**src/verilog/tlb_defines.svh**
```systemverilog
// ~~~~~~~~~~~~~~~~~~~~~~~~~~~~~~
// tlb defines
// sizes and bus field positions for the
// eight-entry translation lookaside buffer.
// ~~~~~~~~~~~~~~~~~~~~~~~~~~~~~~
`ifndef TLB_DEFINES_SVH
`define TLB_DEFINES_SVH

// table geometry.
`define TLB_ENTRIES   8
`define TLB_IDX_W     3
`define TLB_PN_W      20
`define TLB_RD_PORTS  3

// wishbone word address and data.
`define TLB_WB_ADR_W     4
`define TLB_WB_DAT_W     32
`define TLB_WB_HALF_BIT  0
`define TLB_WB_IDX_LSB   1

// flag bits in the high-half word.
`define TLB_FLAG_VALID  23
`define TLB_FLAG_PR     22
`define TLB_FLAG_RW     21
`define TLB_FLAG_PCD    20

`endif

```
**src/verilog/tlb_pkg.sv**
```systemverilog
// ~~~~~~~~~~~~~~~~~~~~~~~~~~~~~~
// tlb_pkg
// types shared by the tlb table, lookup lanes
// and the wishbone slave.
// ~~~~~~~~~~~~~~~~~~~~~~~~~~~~~~
`include "tlb_defines.svh"

package tlb_pkg;

  // virtual and physical page numbers share one type.
  typedef logic [`TLB_PN_W-1:0] page_num_t;

  // entry index into the table.
  typedef logic [`TLB_IDX_W-1:0] tlb_idx_t;

  // ~~~~~~~~~~~~~~~~~~~~~~~~~~~~~~
  // one 44-bit entry with the tag in the top bits.
  // ~~~~~~~~~~~~~~~~~~~~~~~~~~~~~~
  typedef struct packed {
    page_num_t vpn;
    page_num_t ppn;
    logic      valid;
    logic      pr;
    logic      rw;
    logic      pcd;
  } tlb_entry_t;

endpackage

```
**src/verilog/tlb_table.sv**
```systemverilog
// ~~~~~~~~~~~~~~~~~~~~~~~~~~~~~~
// tlb_table
// eight entries with word-wise write, exported
// tags and valid bits, three read ports.
// ~~~~~~~~~~~~~~~~~~~~~~~~~~~~~~
`include "tlb_defines.svh"

module tlb_table (
  input  logic                     clk,
  input  logic                     arst_n,
  input  logic                     wr_en,
  input  tlb_pkg::tlb_idx_t        wr_idx,
  input  logic                     wr_half,
  input  logic [`TLB_WB_DAT_W-1:0] wr_data,
  input  tlb_pkg::tlb_idx_t        rd_idx    [`TLB_RD_PORTS],
  output tlb_pkg::tlb_entry_t      rd_entry  [`TLB_RD_PORTS],
  output tlb_pkg::page_num_t       vpn_all   [`TLB_ENTRIES],
  output logic [`TLB_ENTRIES-1:0]  valid_all
);

  import tlb_pkg::*;

  tlb_entry_t entries [`TLB_ENTRIES];

  // ~~~~~~~~~~~~~~~~~~~~~~~~~~~~~~
  // storage
  // ~~~~~~~~~~~~~~~~~~~~~~~~~~~~~~

  // half 0 is the tag, half 1 is ppn plus flags.
  always_ff @(posedge clk or negedge arst_n) begin
    if (!arst_n) begin
      for (int i = 0; i < `TLB_ENTRIES; i++) begin
        entries[i] <= '0;
      end
    end else if (wr_en) begin
      if (!wr_half) begin
        entries[wr_idx].vpn <= wr_data[`TLB_PN_W-1:0];
      end else begin
        entries[wr_idx].ppn   <= wr_data[`TLB_PN_W-1:0];
        entries[wr_idx].valid <= wr_data[`TLB_FLAG_VALID];
        entries[wr_idx].pr    <= wr_data[`TLB_FLAG_PR];
        entries[wr_idx].rw    <= wr_data[`TLB_FLAG_RW];
        entries[wr_idx].pcd   <= wr_data[`TLB_FLAG_PCD];
      end
    end
  end

  // ~~~~~~~~~~~~~~~~~~~~~~~~~~~~~~
  // tag export
  // ~~~~~~~~~~~~~~~~~~~~~~~~~~~~~~

  // every tag and valid bit goes out for the match logic.
  always_comb begin
    for (int i = 0; i < `TLB_ENTRIES; i++) begin
      vpn_all[i]   = entries[i].vpn;
      valid_all[i] = entries[i].valid;
    end
  end

  // ~~~~~~~~~~~~~~~~~~~~~~~~~~~~~~
  // read ports
  // ~~~~~~~~~~~~~~~~~~~~~~~~~~~~~~

  // independent combinational muxes.
  always_comb begin
    for (int p = 0; p < `TLB_RD_PORTS; p++) begin
      rd_entry[p] = entries[rd_idx[p]];
    end
  end

endmodule

```
**src/verilog/tlb_lookup.sv**
```systemverilog
// ~~~~~~~~~~~~~~~~~~~~~~~~~~~~~~
// tlb_lookup
// one lookup lane, registered request, tag match
// with lowest-index priority and permission check.
// ~~~~~~~~~~~~~~~~~~~~~~~~~~~~~~
`include "tlb_defines.svh"

module tlb_lookup (
  input  logic                    clk,
  input  logic                    arst_n,
  input  logic                    req_valid,
  input  tlb_pkg::page_num_t      req_vpn,
  input  logic                    req_write,
  input  tlb_pkg::page_num_t      vpn_all [`TLB_ENTRIES],
  input  logic [`TLB_ENTRIES-1:0] valid_all,
  output tlb_pkg::tlb_idx_t       rd_idx,
  input  tlb_pkg::tlb_entry_t     rd_entry,
  output logic                    rsp_valid,
  output logic                    rsp_hit,
  output logic                    rsp_fault,
  output tlb_pkg::page_num_t      rsp_ppn,
  output logic                    rsp_pcd
);

  import tlb_pkg::*;

  logic                    valid_q;
  page_num_t               vpn_q;
  logic                    write_q;
  logic [`TLB_ENTRIES-1:0] match;
  tlb_idx_t                sel_idx;
  logic                    hit;

  // ~~~~~~~~~~~~~~~~~~~~~~~~~~~~~~
  // request stage
  // ~~~~~~~~~~~~~~~~~~~~~~~~~~~~~~

  always_ff @(posedge clk or negedge arst_n) begin
    if (!arst_n) begin
      valid_q <= 1'b0;
    end else begin
      valid_q <= req_valid;
    end
  end

  // payload registers load on every edge.
  always_ff @(posedge clk) begin
    vpn_q   <= req_vpn;
    write_q <= req_write;
  end

  // ~~~~~~~~~~~~~~~~~~~~~~~~~~~~~~
  // match and select
  // ~~~~~~~~~~~~~~~~~~~~~~~~~~~~~~

  // compare against the live table.
  always_comb begin
    for (int i = 0; i < `TLB_ENTRIES; i++) begin
      match[i] = valid_all[i] && (vpn_all[i] == vpn_q);
    end
  end

  // walk down so the lowest index wins.
  always_comb begin
    sel_idx = '0;
    for (int i = `TLB_ENTRIES - 1; i >= 0; i--) begin
      if (match[i]) begin
        sel_idx = tlb_idx_t'(i);
      end
    end
  end

  assign hit    = |match;
  assign rd_idx = sel_idx;

  // ~~~~~~~~~~~~~~~~~~~~~~~~~~~~~~
  // response
  // ~~~~~~~~~~~~~~~~~~~~~~~~~~~~~~

  assign rsp_valid = valid_q;
  assign rsp_hit   = hit;

  // miss, not present, or write to a read-only page.
  assign rsp_fault = !hit || !rd_entry.pr || (write_q && !rd_entry.rw);

  // zero on a miss.
  assign rsp_ppn = hit ? rd_entry.ppn : '0;
  assign rsp_pcd = hit && rd_entry.pcd;

endmodule

```
**src/verilog/tlb_wb_slave.sv**
```systemverilog
// ~~~~~~~~~~~~~~~~~~~~~~~~~~~~~~
// tlb_wb_slave
// wishbone classic slave for writing and reading
// back tlb entries, two words per entry.
// ~~~~~~~~~~~~~~~~~~~~~~~~~~~~~~
`include "tlb_defines.svh"

module tlb_wb_slave (
  input  logic                     clk,
  input  logic                     arst_n,
  input  logic                     wb_cyc,
  input  logic                     wb_stb,
  input  logic                     wb_we,
  input  logic [`TLB_WB_ADR_W-1:0] wb_adr,
  input  logic [`TLB_WB_DAT_W-1:0] wb_dat_w,
  output logic [`TLB_WB_DAT_W-1:0] wb_dat_r,
  output logic                     wb_ack,
  output logic                     wr_en,
  output tlb_pkg::tlb_idx_t        wr_idx,
  output logic                     wr_half,
  output logic [`TLB_WB_DAT_W-1:0] wr_data,
  output tlb_pkg::tlb_idx_t        rd_idx,
  input  tlb_pkg::tlb_entry_t      rd_entry
);

  import tlb_pkg::*;

  tlb_idx_t adr_idx;
  logic     adr_half;

  // word address is index times two plus half.
  assign adr_idx  = wb_adr[`TLB_WB_IDX_LSB +: `TLB_IDX_W];
  assign adr_half = wb_adr[`TLB_WB_HALF_BIT];

  // ~~~~~~~~~~~~~~~~~~~~~~~~~~~~~~
  // handshake
  // ~~~~~~~~~~~~~~~~~~~~~~~~~~~~~~

  // single-cycle ack one cycle after the strobe.
  always_ff @(posedge clk or negedge arst_n) begin
    if (!arst_n) begin
      wb_ack <= 1'b0;
    end else begin
      wb_ack <= wb_cyc && wb_stb && !wb_ack;
    end
  end

  // write lands on the edge closing the ack cycle.
  assign wr_en   = wb_ack && wb_we;
  assign wr_idx  = adr_idx;
  assign wr_half = adr_half;
  assign wr_data = wb_dat_w;

  // ~~~~~~~~~~~~~~~~~~~~~~~~~~~~~~
  // read-back
  // ~~~~~~~~~~~~~~~~~~~~~~~~~~~~~~

  assign rd_idx = adr_idx;

  // unused bits stay zero.
  always_comb begin
    wb_dat_r = '0;
    if (!adr_half) begin
      wb_dat_r[`TLB_PN_W-1:0] = rd_entry.vpn;
    end else begin
      wb_dat_r[`TLB_PN_W-1:0]   = rd_entry.ppn;
      wb_dat_r[`TLB_FLAG_VALID] = rd_entry.valid;
      wb_dat_r[`TLB_FLAG_PR]    = rd_entry.pr;
      wb_dat_r[`TLB_FLAG_RW]    = rd_entry.rw;
      wb_dat_r[`TLB_FLAG_PCD]   = rd_entry.pcd;
    end
  end

endmodule

```
**src/verilog/tlb_top.sv**
```systemverilog
// ~~~~~~~~~~~~~~~~~~~~~~~~~~~~~~
// tlb_top
// tlb storage, two lookup lanes and the bus slave.
// ~~~~~~~~~~~~~~~~~~~~~~~~~~~~~~
`include "tlb_defines.svh"

module tlb_top (
  input  logic                     clk,
  input  logic                     arst_n,
  input  logic                     wb_cyc,
  input  logic                     wb_stb,
  input  logic                     wb_we,
  input  logic [`TLB_WB_ADR_W-1:0] wb_adr,
  input  logic [`TLB_WB_DAT_W-1:0] wb_dat_w,
  output logic [`TLB_WB_DAT_W-1:0] wb_dat_r,
  output logic                     wb_ack,
  input  logic                     lookup_a_valid,
  input  tlb_pkg::page_num_t       lookup_a_vpn,
  input  logic                     lookup_a_write,
  output logic                     result_a_valid,
  output logic                     result_a_hit,
  output logic                     result_a_fault,
  output tlb_pkg::page_num_t       result_a_ppn,
  output logic                     result_a_pcd,
  input  logic                     lookup_b_valid,
  input  tlb_pkg::page_num_t       lookup_b_vpn,
  input  logic                     lookup_b_write,
  output logic                     result_b_valid,
  output logic                     result_b_hit,
  output logic                     result_b_fault,
  output tlb_pkg::page_num_t       result_b_ppn,
  output logic                     result_b_pcd
);

  import tlb_pkg::*;

  logic                     wr_en;
  tlb_idx_t                 wr_idx;
  logic                     wr_half;
  logic [`TLB_WB_DAT_W-1:0] wr_data;
  tlb_idx_t                 rd_idx   [`TLB_RD_PORTS];
  tlb_entry_t               rd_entry [`TLB_RD_PORTS];
  page_num_t                vpn_all  [`TLB_ENTRIES];
  logic [`TLB_ENTRIES-1:0]  valid_all;

  // ports 0 and 1 serve the lanes, port 2 the bus.
  tlb_table u_table (
    .clk       (clk),
    .arst_n    (arst_n),
    .wr_en     (wr_en),
    .wr_idx    (wr_idx),
    .wr_half   (wr_half),
    .wr_data   (wr_data),
    .rd_idx    (rd_idx),
    .rd_entry  (rd_entry),
    .vpn_all   (vpn_all),
    .valid_all (valid_all)
  );

  tlb_lookup lane_a (
    .clk       (clk),
    .arst_n    (arst_n),
    .req_valid (lookup_a_valid),
    .req_vpn   (lookup_a_vpn),
    .req_write (lookup_a_write),
    .vpn_all   (vpn_all),
    .valid_all (valid_all),
    .rd_idx    (rd_idx[0]),
    .rd_entry  (rd_entry[0]),
    .rsp_valid (result_a_valid),
    .rsp_hit   (result_a_hit),
    .rsp_fault (result_a_fault),
    .rsp_ppn   (result_a_ppn),
    .rsp_pcd   (result_a_pcd)
  );

  tlb_lookup lane_b (
    .clk       (clk),
    .arst_n    (arst_n),
    .req_valid (lookup_b_valid),
    .req_vpn   (lookup_b_vpn),
    .req_write (lookup_b_write),
    .vpn_all   (vpn_all),
    .valid_all (valid_all),
    .rd_idx    (rd_idx[1]),
    .rd_entry  (rd_entry[1]),
    .rsp_valid (result_b_valid),
    .rsp_hit   (result_b_hit),
    .rsp_fault (result_b_fault),
    .rsp_ppn   (result_b_ppn),
    .rsp_pcd   (result_b_pcd)
  );

  tlb_wb_slave u_wb_slave (
    .clk      (clk),
    .arst_n   (arst_n),
    .wb_cyc   (wb_cyc),
    .wb_stb   (wb_stb),
    .wb_we    (wb_we),
    .wb_adr   (wb_adr),
    .wb_dat_w (wb_dat_w),
    .wb_dat_r (wb_dat_r),
    .wb_ack   (wb_ack),
    .wr_en    (wr_en),
    .wr_idx   (wr_idx),
    .wr_half  (wr_half),
    .wr_data  (wr_data),
    .rd_idx   (rd_idx[2]),
    .rd_entry (rd_entry[2])
  );

endmodule

```
**config.mk**
```make
export PLATFORM = sky130hd
export DESIGN_NAME = tlb_top
export DESIGN_NICKNAME = d
export VERILOG_FILES = /design/src/verilog/tlb_pkg.sv /design/src/verilog/tlb_table.sv /design/src/verilog/tlb_lookup.sv /design/src/verilog/tlb_wb_slave.sv /design/src/verilog/tlb_top.sv
export VERILOG_INCLUDE_DIRS = /design/src /design/src/verilog
export SDC_FILE = /design/constraint.sdc
export NUM_CORES = 1
export LEC_CHECK = 0
export BUFFER_PORTS_ARGS = -buffer_cell sky130_fd_sc_hd__clkbuf_2
export CAP_MARGIN = 20
export CORE_UTILIZATION = 54
export CTS_CLUSTER_SIZE = 14
export DETAILED_ROUTE_END_ITERATION = 8
export PLACE_DENSITY = 0.7
export SYNTH_ARGS = -nofsm -noshare
export SYNTH_HDL_FRONTEND = slang
export SYNTH_HIERARCHICAL = 1
export SYNTH_SLANG_ARGS = --single-unit
```
**constraint.sdc**
```tcl
create_clock -name clk -period 7.35 [get_ports clk]
set_input_delay 1.47 -clock clk [delete_from_list [all_inputs] [get_ports clk]]
set_output_delay 1.47 -clock clk [all_outputs]
set_load 0.005 [all_outputs]
```
## Word-level counts from Yosys, hierarchy flattened

Index checks and enable logic that the tools add are counted.
Widths: inputs -> output; s select.

| word-level totals | value |
|---|---|
| flip-flop bits (word level) | 397 |
| word-level logic and storage cells | 163 |

| operators by class | value |
|---|---|
| magnitude comparators | 4 |
| eq/ne operators | 16 |
| muxes and demuxes | 48 |
| bitwise logic cells | 3 |
| reductions and logical operators | 37 |

Operators by type and width:

| operator | number |
|---|---|
| $bwmux 352 | 6 |
| $demux 44 s3 | 6 |
| $bmux 44 s3 | 3 |
| $mux 352 | 1 |
| $eq 20x20->1 | 16 |
| $mux 44 | 3 |
| $mux 24 | 5 |
| $mux 20 | 3 |
| $mux 3 | 17 |
| $logic_and 1x1->1 | 24 |
| $reduce_or 8->1 | 2 |
| $ge 4x4->1 const B | 3 |
| $not 3->4 | 3 |
| $mux 4 | 2 |
| $logic_not 1->1 | 7 |
| $logic_or 1x1->1 | 4 |
| $lt 4x1->1 const B | 1 |
| $mux 2 | 1 |
| $mux 1 | 1 |

## Logic depth before layout (Yosys ltp)

| logic depth | value |
|---|---|
| word-level depth | 17 |
| gate-level depth with buffers | 14 |
| depth with buffers taken out | 10 |

## Cells and area by module

The synthesis kept the hierarchy.

Modules (own cells, without submodules):

| module | times used | cells an instance | area an instance (sq um) |
|---|---|---|---|
| tlb_table | 1 | 1,421 | 22,665.5 |
| tlb_lookup | 2 | 298 | 2,716.4 |
| tlb_wb_slave | 1 | 78 | 749.5 |

## Worst setup path before layout

Ideal clock, no wire load.

| path | value |
|---|---|
| kind | input to output |
| from | input port wb_adr[3] |
| to | output port wb_dat_r[11] |
| data arrival time | 3.005 ns |
| required time | 5.880 ns |
| setup slack | 2.875 ns |
| stages | 7 |
| buffers on the path | 4 |
| path through | buf_4 > clkbuf_1 > buf_2 > buf_2 > mux4_2 > mux2_4 > mux2_4 |

RTL lines:

| what | RTL line | RTL |
|---|---|---|
| from (decl) | tlb_top.sv:13 | `` input logic [`TLB_WB_ADR_W-1:0] wb_adr, `` |
| to (decl) | tlb_top.sv:15 | `` output logic [`TLB_WB_DAT_W-1:0] wb_dat_r, `` |

==> reports/metrics.csv <==
stage,metric,value,unit
die,Placeable Area,47900,µm²
power,sw frac,28.3,%
finish,area grow syn2layout,2.41,%
timing,Max Fclk,159,MHz
placement,GPL Wtd Cong,0.991,
yosys,Synthesis Warnings,6,
power,Pleak,11.4,nW
setup_path,"Worst Path Class, Setup",register to output port,
finish,post-layout util,56.3,%
clocking,Post-CTS Setup Inserts,0,
setup_path,CP Max Fanout,25,
setup_path,R2R Path Start,u_wb_slave/wb_ack,
finish,share of layout cells above drive strength 1,51.9,%
hold_path,worst hold path class,register to register,
die,Initial Utilization,55.0,%
setup_path,Worst EP required,5880,ps
timing,RSZ-0062 raised after global routing,false,
placement,DP HPWL,49.3,mm
timing,Hold WS,549,ps
flow_run,max cap viols,0,
timing,setup tns final,0,ps
yosys,Post-Syn Area,26400,µm²
placement,dpl cell area,25400,µm²
timing,Max-slew headroom,24.9,%
power,P_int,4.46,mW
power,total power,6.22,mW
placement,Placed Cells,2367,
yosys,Syn Inst Count,1961,
run_status,status,"finished, final reports clean",
detailed_routing,DRC viols,0,
power,worst vdd ir,0.163,mV
setup_path,reg2reg path depth,4,
placement,Place WS,1630,ps
global_routing,largest net degree at the start of global routing,146,
timing,final worst slack,1060,ps
global_routing,first-pass GRT wire length,109,mm
setup_path,Critical Path Source Type,register,
clocking,TritonCTS clock tree,done,
power,clock share of power,37.6,%
clocking,hold_buf cts,0,
timing,max-slew violations,0,
clocking,post-CTS sizing,0,
power,PwrDens,230,nW/µm²
clocking,Max H-tree Level,2,
detailed_routing,DR WL/cell,29.8,µm
hold_path,hold depth,1,
timing,Final Hold Viols,0,
yosys,Syn Area/Cell,13.4,µm²
setup_path,Setup crit end kind,output port,
finish,Nets,1888,
hold_path,WHS Endpoint,u_table/entries[57],
setup_path,CP Data Arrival Time,4820,ps
timing,Final Critical Period,6290,ps
setup_path,"slowest stage delay, CP",830,ps
hold_path,worst min-delay path startpoint,u_table/entries[57],
power,sequential share of power,45.1,%
placement,Port-buffer cells,149,
setup_path,CP Cell Sequence,"xnor2_1, nand4_1, nor4_1, nand4_1, nand4_2, and2b_2, buf_4, mux4_2, mux2_2, nor2b_2, clkbuf_2",
setup_path,reg2reg end,u_table/entries[64],
timing,worst-margin pin slew,1120,ps
finish,non-filler instance count after layout,2457,
clocking,# clock sinks,397,
detailed_routing,First-pass DRT Iterations,5,
die,die height,223,µm
clocking,Clock Latency Late Sink,600,ps
power,Switch Pwr,1.76,mW
clocking,Clock transition at path regs,60,ps
clocking,Clock Tree Root,clkbuf_16,
timing,clock skew,27.1,ps
finish,final-layout fill cell count,3860,
detailed_routing,Post-Route WL,73.1,mm
die,Row Count,80,
die,Die Area,49700,µm²
timing,final cycle utilization of the critical path,85.6,%
global_routing,gr usage total,30.1,%
detailed_routing,vias per inst,6.41,
clocking,maximum clock path buffer count,3,
clocking,CTS Buf Count,46,
detailed_routing,via count,15700,
global_routing,vias in the first global route,16400,
timing,final setup vio count,0,
global_routing,initial antenna violation count,2,
setup_path,"Slowest-stage cell, CP",dfxtp_1,
detailed_routing,post-route ant nets,0,
setup_path,flop-to-flop setup slack,4860,ps
setup_path,"most used cell, CP",nand4_1,
die,Die Wd,223,µm
detailed_routing,initial drt markers,1393,
finish,Final Cell Area,27000,µm²
power,Logic pwr share,17.3,%
global_routing,grt ovf,0,
die,IO Pins,166,
==> worst max-delay path by stage <==
stage	depth (start not counted)	slack, ps	to	start
6_report	11	1060	result_a_ppn[7]	lane_a/vpn_q[7]
5_1_grt	11	960	result_a_ppn[7]	lane_a/vpn_q[7]
4_1_cts	11	1010	result_a_ppn[7]	lane_a/vpn_q[7]
3_5_place_dp	11	1630	result_a_ppn[16]	lane_a/vpn_q[7]
3_3_place_gp	11	1670	result_a_ppn[16]	lane_a/vpn_q[7]
2_1_floorplan	7	2880	wb_dat_r[11]	wb_adr[3]
==> final cells by class <==
type,instances,area (µm²),share of cell area (%)
Timing Repair Buffer,170,1010,3.74
Tap cell,615,769,2.85
Clock inverter,24,233,0.862
Multi-Input combinational cell,1182,13900,51.6
Antenna cell,1,2.50,0.00927
Sequential cell,397,9720,36.0
Inverter,6,22.5,0.0834
Clock buffer,62,1310,4.86
==> cell usage in the layout, fill, tap and decap left out, types with 11 or more instances in the layout <==
| master | count |
|---|---|
| mux2_2 | 394 |
| dfrtp_1 | 355 |
| xnor2_1 | 256 |
| mux4_2 | 180 |
| clkbuf_2 | 145 |
| mux2_4 | 67 |
| nand4_1 | 64 |
| xor2_1 | 64 |
| clkbuf_16 | 47 |
| dfxtp_1 | 42 |
| nor2b_2 | 36 |
| nor4_1 | 30 |
| nand3_1 | 19 |
| buf_4 | 15 |
| clkinv_2 | 11 |
| nor2_4 | 11 |
==> state kept, by name, indices dropped and copies added, names as in the netlist <==
name / cells
lane_a/rsp_valid: 1
lane_a/vpn_q: 20
lane_a/write_q: 1
lane_b/rsp_valid: 1
lane_b/vpn_q: 20
lane_b/write_q: 1
u_table/entries: 184
u_table/valid_all: 8
u_table/vpn_all: 160
u_wb_slave/wb_ack: 1
==> critical path: cells and delay by family (launching register included) <==
kind / cells / cell delay (ps)
xor+xnor: 1 / 190
flops: 1 / 830
buf+inv: 2 / 500
simple gates: 6 / 2070
mux: 2 / 640
==> routing by layer <==
layer / vias to the layer above / wire length, µm / track usage (%)
met5: - / 12 / 0
met4: 2 / 2080 / 8.83
met3: 144 / 5890 / 5.56
met2: 674 / 34300 / 47.3
met1: 8377 / 30800 / 42.6
li1: 6543 / - / -
==> power groups by stage <==
stage          clock (mW)  sequential (mW)  combinational [mW]
6_report             2.34             2.81                1.07
5_1_grt              2.47             2.83                1.15
4_1_cts              2.38             2.79                1.08
3_5_place_dp            0             2.83                1.07
3_3_place_gp            0             2.81                1.05
2_1_floorplan           0             2.59                1.11
No activity file was read; power rests on OpenSTA's default activity.
